**config.mk**
```make
export PLATFORM = sky130hd
export DESIGN_NAME = pipe_top
export DESIGN_NICKNAME = d
export VERILOG_FILES = /design/src/logic/pipe_pkg.sv /design/src/logic/pipe_top.sv /design/src/logic/backend_pipe.sv /design/src/logic/inst_fifo.sv /design/src/logic/fetch_unit.sv /design/src/logic/hazard_unit.sv
export SDC_FILE = /design/constraint.sdc
export NUM_CORES = 1
export LEC_CHECK = 0
export BUFFER_PORTS_ARGS = -buffer_cell sky130_fd_sc_hd__buf_2
export CAP_MARGIN = 25
export CORE_ASPECT_RATIO = 0.6
export CORE_MARGIN = 4
export CORE_UTILIZATION = 25
export DETAILED_ROUTE_END_ITERATION = 7
export PLACE_DENSITY_LB_ADDON = 0.3
export SLEW_MARGIN = 0
export SYNTH_ARGS = -nofsm -noshare
export SYNTH_HDL_FRONTEND = slang
export SYNTH_SLANG_ARGS = --single-unit
export TNS_END_PERCENT = 20
```
**constraint.sdc**
```tcl
create_clock -name clk -period 3.11 [get_ports clk]
set_input_delay 0.4665 -clock clk [delete_from_list [all_inputs] [get_ports clk]]
set_output_delay 0.4665 -clock clk [all_outputs]
set_load 0.05 [all_outputs]
```
**src/logic/pipe_pkg.sv**
```systemverilog
package pipe_pkg;

    // pc width.
    localparam int unsigned addr_w = 32;

    // first fetch after reset.
    localparam logic [addr_w-1:0] reset_pc = 32'h0000_1000;

    // sequential fetch increment.
    localparam logic [addr_w-1:0] pc_step = 32'd4;

    // flush sources, oldest first.
    localparam int unsigned n_flush_src = 7;

    localparam int unsigned src_wb   = 0;
    localparam int unsigned src_ex2  = 1;
    localparam int unsigned src_ex1  = 2;
    localparam int unsigned src_reg  = 3;
    localparam int unsigned src_id   = 4;
    localparam int unsigned src_fifo = 5;
    localparam int unsigned src_if1  = 6;

endpackage
```
**src/logic/pipe_top.sv**
```systemverilog
module pipe_top #(
    parameter int unsigned fifo_depth = 4
) (
    input  logic                        clk,
    input  logic                        reset,
    input  logic                        flush_from_wb,
    input  logic                        flush_from_ex2,
    input  logic                        flush_from_ex1,
    input  logic                        flush_from_reg,
    input  logic                        flush_from_id,
    input  logic                        flush_from_fifo,
    input  logic                        flush_from_if1,
    input  logic [pipe_pkg::addr_w-1:0] redirect_pc_wb,
    input  logic [pipe_pkg::addr_w-1:0] redirect_pc_ex2,
    input  logic [pipe_pkg::addr_w-1:0] redirect_pc_ex1,
    input  logic [pipe_pkg::addr_w-1:0] redirect_pc_reg,
    input  logic [pipe_pkg::addr_w-1:0] redirect_pc_id,
    input  logic [pipe_pkg::addr_w-1:0] redirect_pc_fifo,
    input  logic [pipe_pkg::addr_w-1:0] redirect_pc_if1,

    output logic                        wb_valid,
    output logic [pipe_pkg::addr_w-1:0] wb_pc,
    output logic                        flush_to_tlb,
    output logic                        flush_to_icache,
    output logic                        flush_to_dcache,
    output logic                        flush_to_btb
);
    import pipe_pkg::*;

    logic              flush_to_ex2_wb;
    logic              flush_to_ex1_ex2;
    logic              flush_to_reg_ex1;
    logic              flush_to_id_reg;
    logic              flush_to_fifo_id;
    logic              flush_to_if1_fifo;
    logic              flush_to_if0_if1;
    logic              redirect_valid;
    logic [addr_w-1:0] redirect_pc;
    logic              fifo_full;
    logic              if1_valid;
    logic [addr_w-1:0] if1_pc;
    logic              id_valid;
    logic [addr_w-1:0] id_pc;

    hazard_unit u_hazard (
        .flush_from_wb     (flush_from_wb),
        .flush_from_ex2    (flush_from_ex2),
        .flush_from_ex1    (flush_from_ex1),
        .flush_from_reg    (flush_from_reg),
        .flush_from_id     (flush_from_id),
        .flush_from_fifo   (flush_from_fifo),
        .flush_from_if1    (flush_from_if1),
        .redirect_pc_wb    (redirect_pc_wb),
        .redirect_pc_ex2   (redirect_pc_ex2),
        .redirect_pc_ex1   (redirect_pc_ex1),
        .redirect_pc_reg   (redirect_pc_reg),
        .redirect_pc_id    (redirect_pc_id),
        .redirect_pc_fifo  (redirect_pc_fifo),
        .redirect_pc_if1   (redirect_pc_if1),
        .flush_to_ex2_wb   (flush_to_ex2_wb),
        .flush_to_ex1_ex2  (flush_to_ex1_ex2),
        .flush_to_reg_ex1  (flush_to_reg_ex1),
        .flush_to_id_reg   (flush_to_id_reg),
        .flush_to_fifo_id  (flush_to_fifo_id),
        // queue contents die with its input boundary.
        .flush_to_fifo     (),
        .flush_to_if1_fifo (flush_to_if1_fifo),
        .flush_to_if0_if1  (flush_to_if0_if1),
        .flush_to_tlb      (flush_to_tlb),
        .flush_to_icache   (flush_to_icache),
        .flush_to_dcache   (flush_to_dcache),
        .flush_to_btb      (flush_to_btb),
        .redirect_valid    (redirect_valid),
        .redirect_pc       (redirect_pc)
    );

    fetch_unit u_fetch (
        .clk              (clk),
        .reset            (reset),
        .redirect_valid   (redirect_valid),
        .redirect_pc      (redirect_pc),
        .flush_to_if0_if1 (flush_to_if0_if1),
        .fifo_full        (fifo_full),
        .if1_valid        (if1_valid),
        .if1_pc           (if1_pc)
    );

    inst_fifo #(
        .fifo_depth (fifo_depth)
    ) u_fifo (
        .clk        (clk),
        .reset      (reset),
        .push_valid (if1_valid),
        .push_pc    (if1_pc),
        .flush      (flush_to_if1_fifo),
        .full       (fifo_full),
        .id_valid   (id_valid),
        .id_pc      (id_pc)
    );

    backend_pipe u_backend (
        .clk              (clk),
        .reset            (reset),
        .id_valid         (id_valid),
        .id_pc            (id_pc),
        .flush_to_fifo_id (flush_to_fifo_id),
        .flush_to_id_reg  (flush_to_id_reg),
        .flush_to_reg_ex1 (flush_to_reg_ex1),
        .flush_to_ex1_ex2 (flush_to_ex1_ex2),
        .flush_to_ex2_wb  (flush_to_ex2_wb),
        .wb_valid         (wb_valid),
        .wb_pc            (wb_pc)
    );

endmodule

```
**src/logic/backend_pipe.sv**
```systemverilog
module backend_pipe (
    input  logic                        clk,
    input  logic                        reset,
    input  logic                        id_valid,
    input  logic [pipe_pkg::addr_w-1:0] id_pc,
    input  logic                        flush_to_fifo_id,
    input  logic                        flush_to_id_reg,
    input  logic                        flush_to_reg_ex1,
    input  logic                        flush_to_ex1_ex2,
    input  logic                        flush_to_ex2_wb,

    output logic                        wb_valid,
    output logic [pipe_pkg::addr_w-1:0] wb_pc
);
    import pipe_pkg::*;

    // id, reg, ex1, ex2, wb.
    localparam int unsigned n_stage = 5;

    logic [n_stage-1:0] kill;
    logic [n_stage-1:0] valid_q;
    logic [addr_w-1:0]  pc_q [n_stage];

    // kill[i] guards the boundary feeding stage i.
    assign kill = {
        flush_to_ex2_wb,
        flush_to_ex1_ex2,
        flush_to_reg_ex1,
        flush_to_id_reg,
        flush_to_fifo_id
    };

    always_ff @(posedge clk) begin
        if (reset) begin
            valid_q <= '0;
        end else begin
            valid_q[0] <= id_valid && !kill[0];
            for (int i = 1; i < n_stage; i++) begin
                valid_q[i] <= valid_q[i-1] && !kill[i];
            end
        end
    end

    // pc shifts unconditionally.
    always_ff @(posedge clk) begin
        pc_q[0] <= id_pc;
        for (int i = 1; i < n_stage; i++) begin
            pc_q[i] <= pc_q[i-1];
        end
    end

    assign wb_valid = valid_q[n_stage-1];
    assign wb_pc    = pc_q[n_stage-1];

    a_wb_killed: assert property (
        @(posedge clk) disable iff (reset)
        flush_to_ex2_wb |=> !wb_valid
    ) else $error("wb retired across a flushed boundary");

endmodule

```
**src/logic/inst_fifo.sv**
```systemverilog
module inst_fifo #(
    parameter int unsigned fifo_depth = 4
) (
    input  logic                        clk,
    input  logic                        reset,
    input  logic                        push_valid,
    input  logic [pipe_pkg::addr_w-1:0] push_pc,
    input  logic                        flush,

    output logic                        full,
    output logic                        id_valid,
    output logic [pipe_pkg::addr_w-1:0] id_pc
);
    import pipe_pkg::*;

    localparam int unsigned ptr_w = (fifo_depth > 1) ? $clog2(fifo_depth) : 1;
    localparam int unsigned cnt_w = $clog2(fifo_depth + 1);

    logic [addr_w-1:0] mem [fifo_depth];
    logic [ptr_w-1:0]  wr_ptr;
    logic [ptr_w-1:0]  rd_ptr;
    logic [cnt_w-1:0]  count;
    logic              push;
    logic              pop;

    function automatic logic [ptr_w-1:0] next_ptr(input logic [ptr_w-1:0] ptr);
        if (ptr == ptr_w'(fifo_depth - 1)) begin
            return '0;
        end
        return ptr + 1'b1;
    endfunction

    assign full     = (count == cnt_w'(fifo_depth));
    assign push     = push_valid && !full;
    // id never stalls, so the head leaves every cycle.
    assign pop      = (count != '0);

    assign id_valid = pop;
    assign id_pc    = mem[rd_ptr];

    always_ff @(posedge clk) begin
        if (reset || flush) begin
            wr_ptr <= '0;
            rd_ptr <= '0;
            count  <= '0;
        end else begin
            if (push) begin
                wr_ptr <= next_ptr(wr_ptr);
            end
            if (pop) begin
                rd_ptr <= next_ptr(rd_ptr);
            end
            case ({push, pop})
                2'b10:   count <= count + 1'b1;
                2'b01:   count <= count - 1'b1;
                default: count <= count;
            endcase
        end
    end

    // storage.
    always_ff @(posedge clk) begin
        if (push) begin
            mem[wr_ptr] <= push_pc;
        end
    end

    a_count_bound: assert property (
        @(posedge clk) disable iff (reset)
        count <= cnt_w'(fifo_depth)
    ) else $error("queue count above depth");

    // full blocks the push but the head still drains.
    a_no_push_full: assert property (
        @(posedge clk) disable iff (reset)
        full && !flush |=> count < cnt_w'(fifo_depth)
    ) else $error("queue took a push while full");

endmodule

```
**src/logic/fetch_unit.sv**
```systemverilog
module fetch_unit (
    input  logic                        clk,
    input  logic                        reset,
    input  logic                        redirect_valid,
    input  logic [pipe_pkg::addr_w-1:0] redirect_pc,
    input  logic                        flush_to_if0_if1,
    input  logic                        fifo_full,

    output logic                        if1_valid,
    output logic [pipe_pkg::addr_w-1:0] if1_pc
);
    import pipe_pkg::*;

    logic [addr_w-1:0] if0_pc;

    // if0 pc register.
    always_ff @(posedge clk) begin
        if (reset) begin
            if0_pc <= reset_pc;
        end else if (redirect_valid) begin
            if0_pc <= redirect_pc;
        end else if (!fifo_full) begin
            if0_pc <= if0_pc + pc_step;
        end
    end

    // if1 valid, killed by any flush.
    always_ff @(posedge clk) begin
        if (reset) begin
            if1_valid <= 1'b0;
        end else if (flush_to_if0_if1) begin
            if1_valid <= 1'b0;
        end else if (!fifo_full) begin
            if1_valid <= 1'b1;
        end
    end

    // if1 holds its pc while the queue is full.
    always_ff @(posedge clk) begin
        if (!fifo_full) begin
            if1_pc <= if0_pc;
        end
    end

    // a full queue freezes if0 unless the flow is redirected.
    a_hold_on_full: assert property (
        @(posedge clk) disable iff (reset)
        fifo_full && !redirect_valid |=> $stable(if0_pc)
    ) else $error("if0 pc moved while queue full");

endmodule

```
**src/logic/hazard_unit.sv**
```systemverilog
module hazard_unit (
    input  logic                        flush_from_wb,
    input  logic                        flush_from_ex2,
    input  logic                        flush_from_ex1,
    input  logic                        flush_from_reg,
    input  logic                        flush_from_id,
    input  logic                        flush_from_fifo,
    input  logic                        flush_from_if1,
    input  logic [pipe_pkg::addr_w-1:0] redirect_pc_wb,
    input  logic [pipe_pkg::addr_w-1:0] redirect_pc_ex2,
    input  logic [pipe_pkg::addr_w-1:0] redirect_pc_ex1,
    input  logic [pipe_pkg::addr_w-1:0] redirect_pc_reg,
    input  logic [pipe_pkg::addr_w-1:0] redirect_pc_id,
    input  logic [pipe_pkg::addr_w-1:0] redirect_pc_fifo,
    input  logic [pipe_pkg::addr_w-1:0] redirect_pc_if1,

    output logic                        flush_to_ex2_wb,
    output logic                        flush_to_ex1_ex2,
    output logic                        flush_to_reg_ex1,
    output logic                        flush_to_id_reg,
    output logic                        flush_to_fifo_id,
    output logic                        flush_to_fifo,
    output logic                        flush_to_if1_fifo,
    output logic                        flush_to_if0_if1,
    output logic                        flush_to_tlb,
    output logic                        flush_to_icache,
    output logic                        flush_to_dcache,
    output logic                        flush_to_btb,
    output logic                        redirect_valid,
    output logic [pipe_pkg::addr_w-1:0] redirect_pc
);
    import pipe_pkg::*;

    logic [n_flush_src-1:0] src;
    logic [n_flush_src-1:0] hit;
    logic [n_flush_src-1:0] grant;
    logic [addr_w-1:0]      target [n_flush_src];

    assign src[src_wb]   = flush_from_wb;
    assign src[src_ex2]  = flush_from_ex2;
    assign src[src_ex1]  = flush_from_ex1;
    assign src[src_reg]  = flush_from_reg;
    assign src[src_id]   = flush_from_id;
    assign src[src_fifo] = flush_from_fifo;
    assign src[src_if1]  = flush_from_if1;

    assign target[src_wb]   = redirect_pc_wb;
    assign target[src_ex2]  = redirect_pc_ex2;
    assign target[src_ex1]  = redirect_pc_ex1;
    assign target[src_reg]  = redirect_pc_reg;
    assign target[src_id]   = redirect_pc_id;
    assign target[src_fifo] = redirect_pc_fifo;
    assign target[src_if1]  = redirect_pc_if1;

    // hit[i] is set when stage i or anything older asks for a flush.
    always_comb begin
        logic acc;
        acc = 1'b0;
        for (int i = 0; i < n_flush_src; i++) begin
            acc    = acc | src[i];
            hit[i] = acc;
        end
    end

    // oldest requester wins the redirect.
    assign grant = src & ~{hit[n_flush_src-2:0], 1'b0};

    always_comb begin
        redirect_pc = '0;
        for (int i = 0; i < n_flush_src; i++) begin
            if (grant[i]) begin
                redirect_pc = redirect_pc | target[i];
            end
        end
    end

    assign redirect_valid    = hit[src_if1];

    assign flush_to_ex2_wb   = hit[src_wb];
    assign flush_to_ex1_ex2  = hit[src_ex2];
    assign flush_to_reg_ex1  = hit[src_ex1];
    assign flush_to_id_reg   = hit[src_reg];
    assign flush_to_fifo_id  = hit[src_id];
    assign flush_to_fifo     = hit[src_fifo];
    assign flush_to_if1_fifo = hit[src_fifo];
    assign flush_to_if0_if1  = hit[src_if1];

    // memory side only sees flushes from ex1 and older.
    assign flush_to_tlb      = flush_to_reg_ex1;
    assign flush_to_dcache   = flush_to_reg_ex1;
    assign flush_to_icache   = flush_to_if0_if1;
    assign flush_to_btb      = flush_to_if0_if1;

    // a killed boundary implies every younger one dies too.
    always_comb begin
        assert ((!flush_to_ex2_wb   || flush_to_ex1_ex2)  &&
                (!flush_to_ex1_ex2  || flush_to_reg_ex1)  &&
                (!flush_to_reg_ex1  || flush_to_id_reg)   &&
                (!flush_to_id_reg   || flush_to_fifo_id)  &&
                (!flush_to_fifo_id  || flush_to_fifo)     &&
                (!flush_to_fifo     || flush_to_if1_fifo) &&
                (!flush_to_if1_fifo || flush_to_if0_if1)  &&
                (!flush_to_tlb      || flush_to_icache))
        else $error("flush fan-out not monotonic");
    end

endmodule

```
==> results.toml <==
[die]
rows = 63
die_h_um = 181
placeableCoreArea_mm2 = 0.0494
pin_count = 270
die_area_mm2 = 0.0538
die_w_um = 297
start_util = 0.253

[grt]
grt_pass1_vias = 8659
grt_max_degree = 45
grt_pass1_wl_um = 57000
gr-usage-all-layers = 0.141
gr-total-overflow = 0
antenna_found_initial = 0

[clock_tree]
clock-root-buffer = "clkbuf_16"
cts_tree = "built"
insertion_delay_ns = 0.52
path_clk_slew_ns = 0.06
cts_setup_buffers = 0
clockBufferDepth = 3
hold_buffers = 0
numCtsBuffers = 36
cts_sinks = 367
h-tree-depth = 2
cts.repair.resized = 0

[critical_path]
crit_path_start_kind = "input port"
path_max_fanout = 12
reg2reg_slack_ns = 0.71
timing.rr.start = "u_fifo.count[2]"
critical_path_class = "input port to primary output"
crit_required_ns = 2.64
cp_data_arrival_time_ns = 1.94
setup.worst_path.start = "flush_from_ex2"
cp-end-kind = "primary output"

[timing]
tightest_slew_ns = 0.828
fin_crit_sh = 0.773
finalClockSkew_ns = 0.00961
drv_slew = 0
finalHoldViolations = 0
setup_violations = 0
setup-tns-final_ns = 0
fmax_ghz = 0.416
slew-limit-headroom = 0.448
finalCriticalPeriod_ns = 2.40
rsz0062_at_grt = "false"
whs_ns = 0.216

[finish]
num-fill-cells = 4940
area_delta_synth_final_pct = 28.1
final_common_cell = "buf_2"
drive_gt1_frac = 0.348
multi_input_area_mm2 = 0.00328
most-common-layout-cells = "buf_2 (269), dfxtp_1 (206), edfxtp_1 (160)"
insertedDiodeCount = 0
fin_nets = 1381
seq_area_mm2 = 0.00895
fin_util = 0.324

[pwr]
ir_drop_v = 0.000274
p_per_area_mw_per_mm2 = 641
p_leak_nw = 6.04

[routing]
dr.pass1.iters = 5
drc_errors = 0
vias = 8442
ant_nets = 0
drt-total-wl_um = 38600
wl_per_cell_um = 21.2
route.layer.met1.wl_um = 17300
drtIter0Drc = 647
top_layer = "met4"
wl_met3_um = 2960
routed-wl-met2_um = 17200
post_drt_via_cell_ratio = 4.64

[logic_synthesis]
synth_nets = 1090
synth_edf_count = 160
synth_seq_area_share = 0.716
async_flop_share = 0
synth.avg_cell_area_um2 = 14.7
ys_ff_latch = 367
synthCells = 849
ys_types = 61
yosysTopAreaCellShare = 0.384
ys.flop_type = "dfxtp_1"
yosys_warnings = 0
syn_area_mm2 = 0.0125
yosys-top-cells-area = "edfxtp_1 (38%), dfxtp_1 (33%), mux4_2 (5.8%), a221oi_1 (2.2%), a22oi_1 (2.2%)"
synth_area_leader_cell = "edfxtp_1"

[job]
cap_violations = 0

[place]
gp_congestion = 0.932
dp_hpwl_um = 28600
portBuffers = 269

[worst_hold_path]
holdCritPathClass = "input port to register"
min_from = "redirect_pc_fifo[12]"

[status]
outcome = "complete, no violations"
==> registers in the layout (all words and copies together) (netlist names), named ones only <==
signal and flops:
u_fetch.if1_pc 32, u_fifo.count 3, u_fetch.if1_valid 1, u_fifo.wr_ptr 2
u_backend.valid_q 5, u_fifo.rd_ptr 2, u_fetch.if0_pc 32, u_fifo.mem 128
u_backend.pc_q 160
==> critical path, stage by stage <==
cell and delay [ns]:
buf_2 0.19, or4_1 0.53, nor2_1 0.20, inv_2 0.24, buf_2 0.29
==> worst paths after layout <==
kind / endpoint / cells past startpoint
setup / recovery: flush_to_btb / 5
hold / removal: u_fetch.if0_pc[12] / 3
setup reg to reg: u_fifo.count[2] / 10
hold reg to reg: u_backend.pc_q[4][31] / 0
==> layer usage <==
layer | vias to the layer above | global-route usage
li1 | 3867 | -
met1 | 4157 | 0.195
met2 | 355 | 0.216
met3 | 63 | 0.0352
met4 | 0 | 0.0463
met5 | - | 0
==> cell type report <==
cell class                      instances  area share
Clock buffer                           51      0.0682
Tap cell                              650      0.0508
Inverter                               24     0.00563
Sequential cell                       367       0.559
Multi-Input combinational cell        409       0.205
Timing Repair Buffer                  302       0.100
Clock inverter                         15      0.0114
==> per-stage QoR <==
stage	instances	cell area, um^2	power, mW	setup WS (ns)
after floorplan	849	12500	5.45	0.332
after global placement	1752	14700	5.77	0.524
after detailed placement	1752	14700	5.78	0.479
after CTS	1818	16000	10.4	0.709
after global routing	1818	16000	10.7	0.518
final	1818	16000	10.3	0.707
==> synth_stat cells (13+ instances only) <==
cell	number
a22oi_1	37
a21oi_1	25
a221oi_1	32
dfxtp_1	207
mux4_2	32
o21ai_0	17
nand2_1	31
edfxtp_1	160
nor2_1	39
clkbuf_1	34
nor3_1	13
nand3_1	13
nor4_1	14
inv_1	22
==> cell families (layout without fill, tap and decap cells) <==
group	count (synthesis)	count (layout)	synth area share
DFF	367	367	0.716
adders and majority gates	8	8	0.00861
buffers and inverters	73	392	0.0231
AOI/OAI and AO/OA	177	177	0.105
and+or+nand+nor	170	170	0.0742
muxes	36	36	0.0608
xor gates and xnor gates	18	18	0.0126
==> report_power, final <==
| group | internal [mW] | total, mW | switching [mW] |
|---|---|---|---|
| logic | 0.215 | 0.466 | 0.250 |
| clock network | 2.79 | 4.60 | 1.81 |
| registers | 5.11 | 5.21 | 0.0964 |
Power figures use the tool's default switching activity.
